<file path="config.mk">
export PLATFORM = sky130hd
export DESIGN_NAME = read_compare_top
export DESIGN_NICKNAME = d
export VERILOG_FILES = /design/src/design/rc_cfg_pkg.sv /design/src/design/rc_types_pkg.sv /design/src/design/read_compare_top.sv /design/src/design/compare_credit.sv /design/src/design/fail_capture.sv /design/src/design/bit_compare.sv /design/src/design/addr_tracker.sv /design/src/design/pattern_lfsr.sv
export SDC_FILE = /design/constraint.sdc
export NUM_CORES = 1
export LEC_CHECK = 0
export ABC_CLOCK_PERIOD_IN_PS = 14000
export BUFFER_PORTS_ARGS = -buffer_cell sky130_fd_sc_hd__buf_2
export CAP_MARGIN = 20
export CORE_ASPECT_RATIO = 0.8
export CORE_MARGIN = 5
export CORE_UTILIZATION = 30
export DETAILED_ROUTE_END_ITERATION = 12
export SLEW_MARGIN = 20
export SYNTH_ARGS = -nofsm -noshare
export SYNTH_HDL_FRONTEND = slang
export SYNTH_SLANG_ARGS = --single-unit
</file>
<file path="constraint.sdc">
create_clock -name clk -period 14 [get_ports clk]
set_clock_uncertainty 0.1 [all_clocks]
set_input_delay 3.5 -clock clk [delete_from_list [all_inputs] [get_ports clk]]
set_output_delay 3.5 -clock clk [all_outputs]
set_load 0.05 [all_outputs]
</file>
<file path="src/design/rc_cfg_pkg.sv">
//////////////////////////////
// Read checker configuration
// Widths, depths, LFSR seeds and taps
//////////////////////////////
`default_nettype none

package rc_cfg_pkg;

   // Data path
   localparam int DATA_WIDTH      = 32;
   localparam int BE_WIDTH        = 4;
   localparam int BYTE_SIZE       = DATA_WIDTH / BE_WIDTH;

   // Addressing, byte and word granularity
   localparam int ADDR_WIDTH      = 24;
   localparam int WORD_ADDR_WIDTH = ADDR_WIDTH - 2;
   localparam int SIZE_WIDTH      = 4;

   // Queue sizes
   localparam int CMD_FIFO_DEPTH  = 8;
   localparam int CMP_QUEUE_DEPTH = 16;
   localparam int CMP_COUNT_WIDTH = 5;
   localparam int STAT_WIDTH      = 32;

   // Pattern generators, must match the write side
   localparam logic [DATA_WIDTH-1:0] DATA_SEED = 32'h0F0F_3C65;
   localparam logic [DATA_WIDTH-1:0] DATA_TAPS = 32'h8020_0003;
   localparam logic [BE_WIDTH-1:0]   BE_SEED   = 4'b1001;
   localparam logic [BE_WIDTH-1:0]   BE_TAPS   = 4'b1100;

endpackage

`default_nettype wire
</file>
<file path="src/design/rc_types_pkg.sv">
//////////////////////////////
// Read checker types
// Command, beat, pattern and result structs, tracker states
//////////////////////////////
`default_nettype none

package rc_types_pkg;
   import rc_cfg_pkg::*;

   typedef struct packed {
      logic [ADDR_WIDTH-1:0] addr;
      logic [SIZE_WIDTH-1:0] burstcount;
   } rd_cmd_t;

   typedef struct packed {
      logic                  valid;
      logic [DATA_WIDTH-1:0] data;
   } rd_beat_t;

   typedef struct packed {
      logic [DATA_WIDTH-1:0] data;
      logic [BE_WIDTH-1:0]   be;
   } expect_t;

   // Data fields are masked by the enabled lanes
   typedef struct packed {
      logic                  active;
      logic [DATA_WIDTH-1:0] pnf;
      logic [DATA_WIDTH-1:0] expected;
      logic [DATA_WIDTH-1:0] actual;
      logic [ADDR_WIDTH-1:0] addr;
   } cmp_result_t;

   typedef struct packed {
      logic [DATA_WIDTH-1:0] expected;
      logic [DATA_WIDTH-1:0] actual;
      logic [ADDR_WIDTH-1:0] addr;
   } fail_info_t;

   typedef enum logic {
      WAIT_CMD  = 1'b0,
      WAIT_DATA = 1'b1
   } tracker_state_t;

endpackage

`default_nettype wire

</file>
<file path="src/design/read_compare_top.sv">
//////////////////////////////
// Read compare checker top
// Pattern regen, address tracking, compare, capture, credit
//////////////////////////////
`default_nettype none
`timescale 1ns/10ps

module read_compare_top (
   input  logic                              clk,
   input  logic                              reset_n,
   input  logic                              enable,
   input  logic                              cmd_push,
   input  rc_types_pkg::rd_cmd_t             cmd,
   input  logic                              cmp_req,
   input  rc_types_pkg::rd_beat_t            beat,
   output logic [rc_cfg_pkg::DATA_WIDTH-1:0] pnf_per_bit,
   output logic                              cmp_queue_full,
   output logic                              cmp_queue_empty,
   output logic                              captured_first_fail,
   output rc_types_pkg::fail_info_t          first_fail,
   output logic [rc_cfg_pkg::STAT_WIDTH-1:0] fail_count,
   output logic [rc_cfg_pkg::STAT_WIDTH-1:0] compare_count
);
   import rc_cfg_pkg::*;
   import rc_types_pkg::*;

   logic                       compare_step;
   expect_t                    expected;
   logic [WORD_ADDR_WIDTH-1:0] beat_addr;
   cmp_result_t                result;

   // Both step once per compared beat
   pattern_lfsr u_pattern_lfsr (
      .clk      (clk),
      .reset_n  (reset_n),
      .step     (compare_step),
      .expected (expected)
   );

   addr_tracker u_addr_tracker (
      .clk       (clk),
      .reset_n   (reset_n),
      .cmd_push  (cmd_push),
      .cmd       (cmd),
      .beat_step (compare_step),
      .beat_addr (beat_addr)
   );

   bit_compare u_bit_compare (
      .clk          (clk),
      .reset_n      (reset_n),
      .enable       (enable),
      .beat         (beat),
      .expected     (expected),
      .beat_addr    (beat_addr),
      .compare_step (compare_step),
      .pnf_per_bit  (pnf_per_bit),
      .result       (result)
   );

   fail_capture u_fail_capture (
      .clk                 (clk),
      .reset_n             (reset_n),
      .result              (result),
      .captured_first_fail (captured_first_fail),
      .first_fail          (first_fail),
      .fail_count          (fail_count),
      .compare_count       (compare_count)
   );

   compare_credit u_compare_credit (
      .clk             (clk),
      .reset_n         (reset_n),
      .enable          (enable),
      .cmp_req         (cmp_req),
      .compare_step    (compare_step),
      .cmp_queue_full  (cmp_queue_full),
      .cmp_queue_empty (cmp_queue_empty)
   );

endmodule

`default_nettype wire

</file>
<file path="src/design/compare_credit.sv">
//////////////////////////////
// Pending compare counter
//////////////////////////////
`default_nettype none
`timescale 1ns/10ps

module compare_credit (
   input  logic clk,
   input  logic reset_n,
   input  logic enable,
   input  logic cmp_req,
   input  logic compare_step,
   output logic cmp_queue_full,
   output logic cmp_queue_empty
);
   import rc_cfg_pkg::*;

   logic                       req_in;
   logic [CMP_COUNT_WIDTH-1:0] pending;

   assign req_in = enable & cmp_req;

   // Request and compare together cancel out
   always_ff @(posedge clk or negedge reset_n) begin
      if (!reset_n) begin
         pending <= '0;
      end else begin
         case ({req_in, compare_step})
            2'b10:   pending <= pending + 1'b1;
            2'b01:   pending <= pending - 1'b1;
            default: pending <= pending;
         endcase
      end
   end

   assign cmp_queue_full  = (pending == CMP_COUNT_WIDTH'(CMP_QUEUE_DEPTH));
   assign cmp_queue_empty = (pending == '0);

   // A beat is compared only against an earlier request
   assert property (@(posedge clk) disable iff (!reset_n)
                    (compare_step && !req_in) |-> (pending != '0))
      else $error("compare request counter underflow");

endmodule

`default_nettype wire

</file>
<file path="src/design/fail_capture.sv">
//////////////////////////////
// Failure capture
// First-failure record, failure and compare counters
//////////////////////////////
`default_nettype none
`timescale 1ns/10ps

module fail_capture (
   input  logic                              clk,
   input  logic                              reset_n,
   input  rc_types_pkg::cmp_result_t         result,
   output logic                              captured_first_fail,
   output rc_types_pkg::fail_info_t          first_fail,
   output logic [rc_cfg_pkg::STAT_WIDTH-1:0] fail_count,
   output logic [rc_cfg_pkg::STAT_WIDTH-1:0] compare_count
);
   import rc_types_pkg::*;

   logic       fail_flag;
   logic       active_r;
   fail_info_t fail_rec;

   // Any low pnf bit on a compared beat
   always_ff @(posedge clk or negedge reset_n) begin
      if (!reset_n) begin
         fail_flag <= 1'b0;
         active_r  <= 1'b0;
      end else begin
         fail_flag <= result.active && !(&result.pnf);
         active_r  <= result.active;
      end
   end

   // Record travels alongside the flag
   always_ff @(posedge clk) begin
      fail_rec <= '{expected: result.expected, actual: result.actual, addr: result.addr};
   end

   //////////////////////////////
   // Statistics
   //////////////////////////////

   always_ff @(posedge clk or negedge reset_n) begin
      if (!reset_n) begin
         captured_first_fail <= 1'b0;
         fail_count          <= '0;
         compare_count       <= '0;
      end else begin
         if (active_r) begin
            compare_count <= compare_count + 1'b1;
         end
         if (fail_flag) begin
            fail_count          <= fail_count + 1'b1;
            captured_first_fail <= 1'b1;
         end
      end
   end

   // Only the first failure is kept, held until reset
   always_ff @(posedge clk) begin
      if (fail_flag && !captured_first_fail) begin
         first_fail <= fail_rec;
      end
   end

endmodule

`default_nettype wire

</file>
<file path="src/design/bit_compare.sv">
//////////////////////////////
// Per-bit read data compare
// Input pipeline, lane masking, result register
//////////////////////////////
`default_nettype none
`timescale 1ns/10ps

module bit_compare (
   input  logic                                   clk,
   input  logic                                   reset_n,
   input  logic                                   enable,
   input  rc_types_pkg::rd_beat_t                 beat,
   input  rc_types_pkg::expect_t                  expected,
   input  logic [rc_cfg_pkg::WORD_ADDR_WIDTH-1:0] beat_addr,
   output logic                                   compare_step,
   output logic [rc_cfg_pkg::DATA_WIDTH-1:0]      pnf_per_bit,
   output rc_types_pkg::cmp_result_t              result
);
   import rc_cfg_pkg::*;

   logic                  valid_r1;
   logic                  valid_r2;
   logic [DATA_WIDTH-1:0] data_r1;
   logic [DATA_WIDTH-1:0] data_r2;
   logic [DATA_WIDTH-1:0] bit_mask;
   logic                  active_s3;
   logic [DATA_WIDTH-1:0] pnf_s3;
   logic [DATA_WIDTH-1:0] exp_s3;
   logic [DATA_WIDTH-1:0] act_s3;
   logic [ADDR_WIDTH-1:0] addr_s3;

   // Input pipeline
   always_ff @(posedge clk or negedge reset_n) begin
      if (!reset_n) begin
         valid_r1 <= 1'b0;
         valid_r2 <= 1'b0;
      end else begin
         valid_r1 <= beat.valid;
         valid_r2 <= valid_r1;
      end
   end

   always_ff @(posedge clk) begin
      data_r1 <= beat.data;
      data_r2 <= data_r1;
   end

   assign compare_step = valid_r2 & enable;

   // Byte enables widened to one bit per data bit
   always_comb begin
      for (int i = 0; i < BE_WIDTH; i++) begin
         bit_mask[i*BYTE_SIZE +: BYTE_SIZE] = {BYTE_SIZE{expected.be[i]}};
      end
   end

   //////////////////////////////
   // Compare stage
   //////////////////////////////

   // Disabled lanes and idle cycles report pass
   always_ff @(posedge clk or negedge reset_n) begin
      if (!reset_n) begin
         active_s3 <= 1'b0;
         pnf_s3    <= '1;
      end else begin
         active_s3 <= compare_step;
         pnf_s3    <= compare_step ? (~(data_r2 ^ expected.data) | ~bit_mask) : '1;
      end
   end

   always_ff @(posedge clk) begin
      exp_s3  <= expected.data & bit_mask;
      act_s3  <= data_r2 & bit_mask;
      addr_s3 <= {beat_addr, {(ADDR_WIDTH-WORD_ADDR_WIDTH){1'b0}}};
   end

   // Output register
   always_ff @(posedge clk or negedge reset_n) begin
      if (!reset_n) begin
         result <= '{active: 1'b0, pnf: '1, expected: '0, actual: '0, addr: '0};
      end else begin
         result <= '{active: active_s3, pnf: pnf_s3, expected: exp_s3,
                     actual: act_s3, addr: addr_s3};
      end
   end

   assign pnf_per_bit = result.pnf;

endmodule

`default_nettype wire

</file>
<file path="src/design/addr_tracker.sv">
//////////////////////////////
// Read address tracker
// Command FIFO and burst FSM giving the word address of each beat
//////////////////////////////
`default_nettype none
`timescale 1ns/10ps

module addr_tracker (
   input  logic                                   clk,
   input  logic                                   reset_n,
   input  logic                                   cmd_push,
   input  rc_types_pkg::rd_cmd_t                  cmd,
   input  logic                                   beat_step,
   output logic [rc_cfg_pkg::WORD_ADDR_WIDTH-1:0] beat_addr
);
   import rc_cfg_pkg::*;
   import rc_types_pkg::*;

   logic                              push_r;
   rd_cmd_t                           cmd_r;
   rd_cmd_t                           fifo_mem [CMD_FIFO_DEPTH];
   logic [$clog2(CMD_FIFO_DEPTH)-1:0] wr_ptr;
   logic [$clog2(CMD_FIFO_DEPTH)-1:0] rd_ptr;
   logic [$clog2(CMD_FIFO_DEPTH):0]   fifo_count;
   logic                              fifo_empty;
   logic                              fifo_full;
   logic                              fifo_pop;
   rd_cmd_t                           head;
   tracker_state_t                    state;
   logic [WORD_ADDR_WIDTH-1:0]        base_word;
   logic [SIZE_WIDTH-1:0]             beat_idx;
   logic [SIZE_WIDTH-1:0]             beats_left;
   logic                              last_beat;

   //////////////////////////////
   // Command FIFO
   //////////////////////////////

   // Input stage
   always_ff @(posedge clk or negedge reset_n) begin
      if (!reset_n) begin
         push_r <= 1'b0;
      end else begin
         push_r <= cmd_push;
      end
   end

   always_ff @(posedge clk) begin
      cmd_r <= cmd;
      if (push_r) begin
         fifo_mem[wr_ptr] <= cmd_r;
      end
   end

   always_ff @(posedge clk or negedge reset_n) begin
      if (!reset_n) begin
         wr_ptr     <= '0;
         rd_ptr     <= '0;
         fifo_count <= '0;
      end else begin
         if (push_r) begin
            wr_ptr <= wr_ptr + 1'b1;
         end
         if (fifo_pop) begin
            rd_ptr <= rd_ptr + 1'b1;
         end
         case ({push_r, fifo_pop})
            2'b10:   fifo_count <= fifo_count + 1'b1;
            2'b01:   fifo_count <= fifo_count - 1'b1;
            default: fifo_count <= fifo_count;
         endcase
      end
   end

   // Depth is a power of two, so the count MSB alone means full
   assign fifo_full  = fifo_count[$clog2(CMD_FIFO_DEPTH)];
   assign fifo_empty = (fifo_count == '0);
   assign head       = fifo_mem[rd_ptr];

   //////////////////////////////
   // Burst FSM
   //////////////////////////////

   assign last_beat = (beats_left == '0);

   // Load on the first non-empty cycle when idle, or straight after the last beat
   assign fifo_pop = !fifo_empty &&
                     ((state == WAIT_CMD) || (beat_step && last_beat));

   always_ff @(posedge clk or negedge reset_n) begin
      if (!reset_n) begin
         state      <= WAIT_CMD;
         beat_idx   <= '0;
         beats_left <= '0;
      end else if (fifo_pop) begin
         state      <= WAIT_DATA;
         beat_idx   <= '0;
         beats_left <= head.burstcount - 1'b1;
      end else if (beat_step && (state == WAIT_DATA)) begin
         if (last_beat) begin
            state <= WAIT_CMD;
         end else begin
            beat_idx   <= beat_idx + 1'b1;
            beats_left <= beats_left - 1'b1;
         end
      end
   end

   always_ff @(posedge clk) begin
      if (fifo_pop) begin
         base_word <= head.addr[ADDR_WIDTH-1:ADDR_WIDTH-WORD_ADDR_WIDTH];
      end
   end

   assign beat_addr = base_word + WORD_ADDR_WIDTH'(beat_idx);

   // The source holds no more than the FIFO depth in flight
   assert property (@(posedge clk) disable iff (!reset_n)
                    cmd_push |=> (!fifo_full || fifo_pop))
      else $error("read command FIFO overflow");

   // Every compared beat belongs to a loaded command
   assert property (@(posedge clk) disable iff (!reset_n)
                    beat_step |-> (state == WAIT_DATA))
      else $error("read beat with no pending command");

endmodule

`default_nettype wire

</file>
<file path="src/design/pattern_lfsr.sv">
//////////////////////////////
// Expected pattern generator
// Data LFSR and byte-enable LFSR
//////////////////////////////
`default_nettype none
`timescale 1ns/10ps

module pattern_lfsr (
   input  logic                  clk,
   input  logic                  reset_n,
   input  logic                  step,
   output rc_types_pkg::expect_t expected
);
   import rc_cfg_pkg::*;

   logic [DATA_WIDTH-1:0] data_lfsr;
   logic [BE_WIDTH-1:0]   be_lfsr;

   // Same seeds as the write generator, so the sequences line up
   // as long as both sides step once per beat
   always_ff @(posedge clk or negedge reset_n) begin
      if (!reset_n) begin
         data_lfsr <= DATA_SEED;
         be_lfsr   <= BE_SEED;
      end else if (step) begin
         // Fibonacci form, feedback enters at bit 0
         data_lfsr <= {data_lfsr[DATA_WIDTH-2:0], ^(data_lfsr & DATA_TAPS)};
         be_lfsr   <= {be_lfsr[BE_WIDTH-2:0], ^(be_lfsr & BE_TAPS)};
      end
   end

   // Current state is the pattern for the beat under compare
   assign expected.data = data_lfsr;
   assign expected.be   = be_lfsr;

endmodule

`default_nettype wire

</file>
Yosys cells after proc, flatten, opt, wreduce, memory -nomap -nowiden
Memories as Yosys holds them, arrays and structs flattened.
Cells that the tools add are included.
Storage, ports and cells
  memories: 1
  word-level logic and storage cells: 101
  latch bits: 0
  bits of input ports: 66
  output and inout bits: 187
  ROM bits: 0
  register bits after elaboration: 654
  RAM bits: 224
Cells by class
  mux-type cells: 14
  $lt $le $gt $ge: 0
  reductions and logical operators: 21
  shift-type cells: 0
  divide/modulo/power cells: 0
  bitwise operators: 9
  add/subtract/negate cells: 12
  multipliers: 0
  eq/ne operators: 6
Memories
  u_addr_tracker.fifo_mem: words 8, bits a word 28, read ports 1, clocked after memory_dff 0, wr ports 1, line addr_tracker.sv:21  | rd_cmd_t fifo_mem [CMD_FIFO_DEPTH];
Operators with widths (count)
  $add 32x1->32 const B: 2
  $and 32x32->32: 2
  $not 32->32: 2
  $mux 32: 1
  $or 32x32->32: 1
  $reduce_and 32->1: 1
  $reduce_xor 32->1: 1
  $xor 32x32->32: 1
  $mux 4: 6
  $add 22x4->22: 1
  $sub 4x1->4 const B: 3
  $pmux 5 s2: 1
  $add 4x1->4 const B: 2
  $logic_not 4->1: 2
  $pmux 4 s2: 1
  $reduce_bool 2->1: 4
  $add 3x1->3 const B: 2
  $add 5x1->5 const B: 1
  $eq 5x5->1 const B: 1
  $logic_and 1x1->1: 5
  $logic_not 5->1: 1
  $mux 1: 5
  $sub 5x1->5 const B: 1
  $eq 2x1->1 const B: 2
  other kinds (8): 13

Longest topological paths before layout
Gate-level depths: netlist of run 1.
  word-level depth: 6
  depth in mapped cells: 12
  gate-level depth less buffers: 10

Cells and area by module
A second synthesis of run 1 with hierarchy kept.
Unflattened totals
  cell total of the unflattened synthesis: 1600
  area total of the unflattened synthesis: 28209.6 sq um
By module, submodules not included
  addr_tracker: area each 10689.0 sq um, times used 1, cells each 545
  bit_compare: area each 8100.3 sq um, times used 1, cells each 480
  fail_capture: area each 7477.2 sq um, times used 1, cells each 445
  pattern_lfsr: area each 1506.4 sq um, times used 1, cells each 83
  compare_credit: area each 436.7 sq um, times used 1, cells each 47

Least setup slack after synthesis of run 1
No wires, ideal clock.
  kind: in2reg
  start: in enable
  end: reg u_compare_credit.pending[4]
  data arrival time: 5572 ps
  setup time: 79 ps
  cell stages on the path: 11
  path buffers: 2
  setup slack: 8248 ps
  required time: 13821 ps
  path through: nand2_1 clkbuf_1 buf_1 inv_1 ha_1 ha_1 nor2b_1 o21ai_0 a21oi_1 nor3_1 xor2_1
On the way
  longest elaborated chain between the ends: 3
  elaborated cells on any way between the ends: 6
RTL lines
  start: declaration: line read_compare_top.sv:11  | input logic enable,
  $and 1x1->1 *: line bit_compare.sv:48  | assign compare_step = valid_r2 & enable;
  named net compare_step: line read_compare_top.sv:27  | logic compare_step;
  $eq 2x1->1 / $eq 2x2->1 (equally long branches): line compare_credit.sv:28  | case ({req_in, compare_step})
  $pmux 5 s2 / $reduce_bool 2->1 (equally long branches)
  end signal: assignment: line compare_credit.sv:29  | 2'b10: pending <= pending + 1'b1;
  end signal: assignment: line compare_credit.sv:30  | 2'b01: pending <= pending - 1'b1;
  end signal: assignment: line compare_credit.sv:31  | default: pending <= pending;
  end: declaration: line compare_credit.sv:19  | logic [CMP_COUNT_WIDTH-1:0] pending;
The timed path passes the listed nets; every way through them passes the cells marked *.
A chain may end at the register's enable or synchronous reset.

Final worst setup path of run 1
  start: reg u_compare_credit.pending[0]
  end: out cmp_queue_empty
On the way
  longest elaborated chain between the ends: 1
RTL lines
  $logic_not 5->1: line compare_credit.sv:37  | assign cmp_queue_empty = (pending == '0);
  end: declaration: line read_compare_top.sv:18  | output logic cmp_queue_empty,
No other way between the ends.

==> flow_summary.ini, run 1 <==
[global_routing]
grt_start_max_net_pins = 179
track_usage_pct = 10.6
grt_pass1_vias = 13700
antenna_found_initial = 7
overflow = 0
grt_pass1_wl_um = 80700

[logic_synthesis]
synth_warnings = 0
avgSynthCellArea_um2 = 17.8
ys_ff_latch = 860
synthFlopType = edfxtp_1
synth_fa_ha_area_share_pct = 0.920
synth_xor_area_share_pct = 4.21
synthSimpleGateAreaFrac_pct = 5.62
seq_area_frac_synth_pct = 79.7
synth_mux_area_share_pct = 6.91
syn-instance-count = 1546
synth_edf_count = 316
synthDistinctLibCells = 51
synth-compound-area-share_pct = 0.915
synth_top_family_by_area = multiplexers
async_flop_share_pct = 32.8
synth.cell_area_mm2 = 0.0275

[power_and_ir_drop]
p_sw_w = 0.00142
p_seq_share_pct = 49.9
peakVddDrop_v = 0.0000862
swShare_pct = 24.3
power_leakage_nw = 13.4
power.density_mw_per_mm2 = 177
finalPower_w = 0.00583
p_clk_share_pct = 39.2
p_int_w = 0.00442
combPwrFrac_pct = 10.9

[critical_path]
critPathTopFamily = simple AND/OR/NAND/NOR gates
critical_path_arrival_ns = 2.12
path_buf_inv = 1
end_kind = primary output
start_kind = flop
cpPeakStageDelay_ns = 0.43
path_class = flop to primary output
cp_max_fo = 4
slowest_stage = dfrtp_1
cp.required_ns = 10.40
worstPathCellList = nor4_1 > nor2b_1 > buf_2

[cts]
insertion_delay_ns = 0.63
cts_resized = 0
path_clk_slew_ns = 0.07
hold_buffers = 0
cts.sinks = 860
cts_tree = built
htreeDepth = 3
numCtsBuffers = 85
clock_path_buffers = 3
root_buffer = clkbuf_16
cts_setup_buffers = 0

[sta]
finalSetupTns_ns = 0
setup_viol = 0
finalHoldWorstSlack_ns = 0.212
relSlewSlack_pct = 30.9
slew_viol_final = 0
max_freq_mhz = 175
period_needed_ns = 5.72
tightest_slew_ns = 1.03
rsz0062_at_grt = no
hold_viol = 0
min_period_over_period_pct = 40.9

[floorplanning]
die_y_um = 281
dieArea_mm2 = 0.0978
start_util_pct = 30.2
rows = 99
fp.dieW_um = 348
core_area_mm2 = 0.0910
io_pins = 253

[cells_and_area]
nFillCells = 8497
final_area_mm2 = 0.0329
area_growth_pct = 19.7
utilization_pct = 36.1
nets = 1905
diodes = 0
post_route_cells_drive_above_1_share_pct = 32.4

[placed_design]
place.gp.congestion = 0.731
hpwl_um = 32600
numPortBuffers = 248
place_area_mm2 = 0.0300

[route]
wl_per_cell_um = 16.7
vias = 13000
viasPerCell = 4.17
drt_iter0_markers = 626
dr.pass1.iters = 4
antenna_left = 0
drt_wl_total_um = 51900
route.detailed.drc = 0

[flow_run]
drv_cap = 0

[hold_path]
hp-class = flop to flop

[run_status]
status = finished, final reports clean
final cells by class:
class	count	area [µm²]	share of cell area (%)
Clock buffer	123	2540	7.73
Inverter	17	63.8	0.194
Timing Repair Buffer	259	1350	4.09
Clock inverter	35	362	1.10
Tap cell	1212	1520	4.61
Multi-Input combinational cell	597	5170	15.7
Sequential cell	860	21900	66.6
power groups by stage:
stage	Combinational, W	Sequential, W	Clock, W
finish	0.000637	0.00291	0.00229
global route	0.000700	0.00293	0.00247
CTS	0.000652	0.00291	0.00237
detailed placement	0.000649	0.00296	0
global placement	0.000640	0.00295	0
floorplan	0.000446	0.00294	0
metrics by stage:
stage	std cells	setup WS (ns)
2_1_floorplan	1547	8.25
3_3_place_gp	2945	8.07
3_5_place_dp	2945	7.98
4_1_cts	3103	8.17
5_1_grt	3103	8.14
6_report	3103	8.28
cells in the mapped netlist, types with 8 or more instances:
cell type	instances	area, µm²
xor2_1	67	587
and3_1	13	81.3
nor2_1	24	90.1
buf_4	34	255
mux4_2	52	1170
mux2_2	61	687
dfxtp_1	262	5250
dfstp_2	82	2150
xnor2_1	65	569
nand3_1	27	135
nand2_1	81	304
nand4_1	30	188
edfxtp_1	316	9490
clkbuf_1	29	109
inv_1	17	63.8
a21oi_1	8	40.0
o21ai_0	11	55.1
ha_1	17	213
and2_1	68	425
nor3_1	12	60.1
dfrtp_1	200	5000
cell usage in the layout (no fill, tap or decap), types with 6 or more instances in the layout:
cell,instances
o21ai_0,11
mux4_2,52
inv_1,17
inv_6,7
mux2_2,61
and4_1,6
nor2_1,18
clkbuf_1,18
a21oi_1,8
dfxtp_1,262
buf_4,10
xnor2_1,65
xor2_1,67
and3_1,13
ha_1,17
nor2b_1,6
nand3_1,27
nor3_1,10
nor4_1,7
a21o_1,6
nand4_1,30
clkinv_2,10
nand2_1,80
and2_1,68
clkbuf_8,12
dfstp_2,82
nor2_4,6
buf_2,247
dfrtp_1,197
edfxtp_1,316
clkbuf_16,92
flip-flops by register name, summed over array words and instances (netlist names), 22 cells and up:
signal                        cells
u_addr_tracker.fifo_mem         208
u_bit_compare.result             87
u_fail_capture.fail_rec          86
u_fail_capture.first_fail        86
u_bit_compare.act_s3             32
u_bit_compare.data_r1            32
u_bit_compare.data_r2            32
u_bit_compare.exp_s3             32
u_bit_compare.pnf_per_bit        32
u_bit_compare.pnf_s3             32
u_fail_capture.compare_count     32
u_fail_capture.fail_count        32
u_pattern_lfsr.data_lfsr         32
u_addr_tracker.cmd_r             26
u_addr_tracker.base_word         22
u_bit_compare.addr_s3            22
kinds of logic after synthesis:
| family | count (synthesis) |
|---|---|
| multiplexers | 117 |
| AND/OR/NAND/NOR | 290 |
| adder cells (fa/ha/maj) | 19 |
| XOR/XNOR | 132 |
| flip-flops | 860 |
| AO/OA/AOI/OAI | 37 |
| other | 1 |
| buffers and inverters | 90 |
layer usage:
metal,routed length (µm),track usage [%]
met1,23100,14.1
met2,24400,17.2
met3,2760,2.43
met4,1540,3.71
met5,13,0
final timing paths:
path	end	slack [ns]	cells after the start	from
setup / recovery	cmp_queue_empty	8.28	3	u_compare_credit.pending[0]$_DFFE_PN0P_
min in group asynchronous	u_bit_compare.result[80]$_DFF_PN0_	2.78	1	reset_n
hold / removal	u_bit_compare.result[57]$_DFF_PN0_	0.21	0	u_bit_compare.exp_s3[1]$_DFF_P_
setup reg to reg	u_addr_tracker.beats_left[3]$_DFFE_PN0P_	10.92	6	u_addr_tracker.rd_ptr[0]$_DFFE_PN0N_
hold reg to reg	u_bit_compare.result[57]$_DFF_PN0_	0.21	0	u_bit_compare.exp_s3[1]$_DFF_P_
max in group asynchronous	u_addr_tracker.rd_ptr[0]$_DFFE_PN0N_	9.47	2	reset_n
Power figures use the tool's default switching activity.
==> inputs of run 2 (changes only) <==
Settings changed: ABC_CLOCK_PERIOD_IN_PS 14000 to 5200.
Clock period 14 ns to 5.2 ns, I/O delays scaled along.
==> flow_summary.ini, run 2 (synthesis results as in run 1) <==
[run_status]
status = finished, final reports clean

[floorplanning]
dieArea_mm2 = 0.0978
rows = 99
io_pins = 253
start_util_pct = 30.2
core_area_mm2 = 0.0910
fp.dieW_um = 348
die_y_um = 281

[cts]
cts_resized = 0
cts_setup_buffers = 0
cts.sinks = 860
htreeDepth = 3
root_buffer = clkbuf_16
cts_tree = built
insertion_delay_ns = 0.64
numCtsBuffers = 84
clock_path_buffers = 3
hold_buffers = 0
path_clk_slew_ns = 0.06

[global_routing]
met3_usage_pct = 2.49
overflow = 0
grtUsageMet1_pct = 14.3
grt_start_max_net_pins = 107
antenna_found_initial = 3
grt_pass1_wl_um = 81400
met2_usage_pct = 17.3
track_usage_pct = 10.7
grt_pass1_vias = 13700
top_usage_layer = met2

[critical_path]
path_class = flop to primary output
start_kind = flop
cp.required_ns = 3.80
worstReg2RegStart = u_addr_tracker.beats_left[1]$_DFFE_PN0P_
cp_max_fo = 4
critical_path_arrival_ns = 2.02
startpoint = u_compare_credit.pending[0]$_DFFE_PN0P_
end_kind = primary output
rrSetupSlack_ns = 2.23

[sta]
min_period_over_period_pct = 65.8
period_needed_ns = 3.42
hold_viol = 0
tightest_slew_ns = 1.05
rsz0062_at_grt = no
slew_viol_final = 0
max_freq_mhz = 292
setup_viol = 0
finalSetupTns_ns = 0
relSlewSlack_pct = 30.1

[placed_design]
hpwl_um = 33300
place.gp.congestion = 0.744
numPortBuffers = 248

[cells_and_area]
utilization_pct = 36.3
largest_reg_flops = 208
top_regs = u_addr_tracker.fifo_mem (208), u_bit_compare.result (87)
nets = 1906
layout_commonest_cell = edfxtp_1
area_growth_pct = 20.2
regMostFlops = u_addr_tracker.fifo_mem
final_cell_mix = 316 x edfxtp_1, 262 x dfxtp_1, 247 x buf_2
post_route_cells_drive_above_1_share_pct = 32.9

[power_and_ir_drop]
power_leakage_nw = 13.5
power.density_mw_per_mm2 = 481
peakVddDrop_v = 0.000254

[route]
wl_per_cell_um = 16.9
dr.pass1.iters = 6
vias = 12900
antenna_left = 0
route.detailed.drc = 0
viasPerCell = 4.14
drt_iter0_markers = 750
drt_wl_total_um = 52400

[hold_path]
hp-start = u_bit_compare.act_s3[3]$_DFF_P_
hp-class = flop to flop

[flow_run]
drv_cap = 0
run 2: cell types whose count changed in the layout (fill, tap and decap cells not counted), sizes merged:
cell      previous run  this run
clkbuf             123       112
clkinv              20        29
bufinv               2         6
clkinvlp             3         2
buf                259       261
inv                 27        26
diode                0         1
run 2: final cells by class:
cell class              count  area, µm²
fillers                  8465      58000
flip-flops and latches    860      21900
multi-input cells         597       5170
clock buffers             112       2450
well taps                1212       1520
repair buffers            261       1370
clock inverters            46        543
inverters                  17       63.8
diodes                      1       2.50
run 2: critical path, stage by stage, from the launching register on:
cell	delay, ns
dfrtp_1	0.42
nor4_1	0.42
nor2b_1	0.22
buf_2	0.32
run 2: per-stage QoR:
step | instances | instance area [µm²] | worst slack, ns | power, W | hold WS [ns]
after floorplan | 1547 | 27500 | 0.146 | 0.00913 | 0.210
after global placement | 2947 | 30000 | 1.44 | 0.00966 | 0.213
after detailed placement | 2947 | 30000 | 1.45 | 0.00972 | 0.213
after CTS | 3105 | 33000 | 1.66 | 0.0161 | 0.210
after global routing | 3105 | 33000 | 1.60 | 0.0166 | 0.215
final | 3106 | 33000 | 1.78 | 0.0159 | 0.210
run 2: path summary, 6_finish.rpt:
check,cells past startpoint,endpoint
setup / recovery,3,cmp_queue_empty
hold / removal,0,u_bit_compare.result[27]$_DFF_PN0_
setup reg to reg,10,u_addr_tracker.fifo_count[2]$_DFFE_PN0P_
hold reg to reg,0,u_bit_compare.result[27]$_DFF_PN0_
max in group asynchronous,2,u_pattern_lfsr.data_lfsr[10]$_DFFE_PN1N_
min in group asynchronous,1,u_bit_compare.result[44]$_DFF_PN0_
run 2: layer usage:
| metal | wire length [µm] | share of wire [%] |
|---|---|---|
| met4 | 1460 | 2.8 |
| met5 | 0 | 0 |
| met1 | 23300 | 44 |
| met3 | 2830 | 5.4 |
| met2 | 24800 | 47 |
run 2: power by group:
part	switching (W)	internal, W	total, W
Combinational	0.000873	0.000770	0.00164
Sequential	0.000341	0.00756	0.00790
Clock	0.00266	0.00369	0.00634
Total	0.00387	0.0120	0.0159
==> inputs of run 3 (changes only) <==
Settings changed: ABC_CLOCK_PERIOD_IN_PS 5200 to 2800.
Clock period 5.2 ns to 2.8 ns, I/O delays scaled along.
==> flow_summary.ini, run 3 (synthesis results as in run 1) <==
[route]
dr.pass1.iters = 4
wl_per_cell_um = 16.8
drt_iter0_markers = 651
vias = 12900
antenna_left = 0
route.detailed.drc = 0
drt_wl_total_um = 52600
viasPerCell = 4.13

[flow_run]
drv_cap = 0

[critical_path]
cp.required_ns = 2.00
slowest_stage = dfrtp_1
critical_path_arrival_ns = 1.87
worstReg2RegStart = u_addr_tracker.fifo_count[0]$_DFFE_PN0P_
cp_max_fo = 4
start_kind = flop
path_buf_inv = 1
critPathTopFamily = simple AND/OR/NAND/NOR gates
worstPathCellList = nor4_4 > nor2b_1 > buf_4
end_kind = primary output
startpoint = u_compare_credit.pending[0]$_DFFE_PN0P_
cpPeakStageDelay_ns = 0.45
path_class = flop to primary output

[cts]
insertion_delay_ns = 0.64
cts.sinks = 860
clock_path_buffers = 3
htreeDepth = 3
numCtsBuffers = 83
path_clk_slew_ns = 0.06
root_buffer = clkbuf_16
cts_tree = built

[power_and_ir_drop]
combPwrFrac_pct = 11.3
p_clk_share_pct = 38.8
swShare_pct = 24.2
finalPower_w = 0.0292
peakVddDrop_v = 0.000420
p_int_w = 0.0221
power_leakage_nw = 13.5
p_sw_w = 0.00707
power.density_mw_per_mm2 = 880
p_seq_share_pct = 49.9

[floorplanning]
die_y_um = 281
fp.dieW_um = 348
start_util_pct = 30.2
dieArea_mm2 = 0.0978
io_pins = 253
core_area_mm2 = 0.0910
rows = 99

[placed_design]
place.gp.congestion = 0.749
hpwl_um = 34100
dp.cells = 2972
numPortBuffers = 248
place_area_mm2 = 0.0302

[sta]
max_freq_mhz = 375
setup_viol = 0
relSlewSlack_pct = 52.0
period_needed_ns = 2.67
tightest_slew_ns = 0.713
rsz0062_at_grt = no
finalSetupTns_ns = 0
slew_viol_final = 0
hold_viol = 0
min_period_over_period_pct = 95.3

[cells_and_area]
layout_commonest_cell = edfxtp_1
largest_reg_flops = 208
fin_cells = 3130
area_growth_pct = 20.5
regMostFlops = u_addr_tracker.fifo_mem
final_cell_mix = 316 x edfxtp_1, 262 x dfxtp_1, 245 x buf_2
post_route_cells_drive_above_1_share_pct = 33.4
utilization_pct = 36.4
top_regs = u_addr_tracker.fifo_mem (208), u_bit_compare.result (87)
final_area_mm2 = 0.0331
nets = 1931

[global_routing]
met2_usage_pct = 17.8
grt_pass1_wl_um = 82500
antenna_found_initial = 5
top_usage_layer = met2
grtUsageMet1_pct = 14.1
met3_usage_pct = 2.68
grt_pass1_vias = 13900
track_usage_pct = 10.8
overflow = 0
grt_start_max_net_pins = 75

[hold_path]
hp-class = primary input to flop
hp-start = beat[29]

[run_status]
status = finished, final reports clean
-- run 3: cell count changes in the layout (fill, tap and decap cells not counted), sizes merged --
cell         before  now
bufinv            6    5
clkinv           29   30
buf             261  285
dlygate4sd3       0    1
clkbuf          112  108
clkinvlp          2    5
-- run 3: worst paths after layout --
check | endpoint | slack [ns] | cells past startpoint
min reg2reg | u_bit_compare.data_r2[28]$_DFF_P_ | 0.22 | 0
min in group asynchronous | u_bit_compare.result[44]$_DFF_PN0_ | 0.52 | 2
max reg2reg | u_addr_tracker.fifo_count[2]$_DFFE_PN0P_ | 0.23 | 9
max | cmp_queue_empty | 0.13 | 3
min | u_bit_compare.data_r1[29]$_DFF_P_ | 0.07 | 1
max in group asynchronous | u_pattern_lfsr.data_lfsr[10]$_DFFE_PN1N_ | 1.26 | 3
-- run 3: stage by stage --
step                      setup WS (ns)  hold WS [ns]
after floorplan                  0.0451         0.210
after global placement         -0.00291         0.212
after detailed placement        -0.0239         0.212
after CTS                        0.0133        0.0160
after global routing            0.00219        0.0206
final                             0.130        0.0681
-- run 3: power by group through the flow --
stage,sequential [W],combinational (W),clock [W]
finish,0.0146,0.00329,0.0113
global route,0.0147,0.00361,0.0122
CTS,0.0146,0.00337,0.0117
detailed placement,0.0148,0.00334,0
global placement,0.0147,0.00327,0
floorplan,0.0147,0.00223,0
-- run 3: area by class of cell --
class	count	area [µm²]
diodes	1	2.50
clock buffers	107	2350
clock inverters	49	494
fillers	8451	57900
inverters	17	63.8
multi-input cells	597	5170
flip-flops and latches	860	21900
well taps	1212	1520
repair buffers	287	1630
-- run 3: timing repair --
| item | CTS | global route |
|---|---|---|
| endpoints found under the hold margin | 23 | 0 |
| gates resized for setup | 3 | 2 |
| cloned | 0 | 0 |
| endpoints found under the setup margin | 2 | 4 |
| pin swaps | 0 | 0 |
| setup buffers | 0 | 0 |
| hold buffers | 1 | 0 |
-- run 3: layer usage --
layer / routed length, µm / vias to the layer above
met5: 0 / -
met4: 1410 / 0
met3: 3180 / 86
met2: 25400 / 289
met1: 22600 / 6510
li1: - / 6040
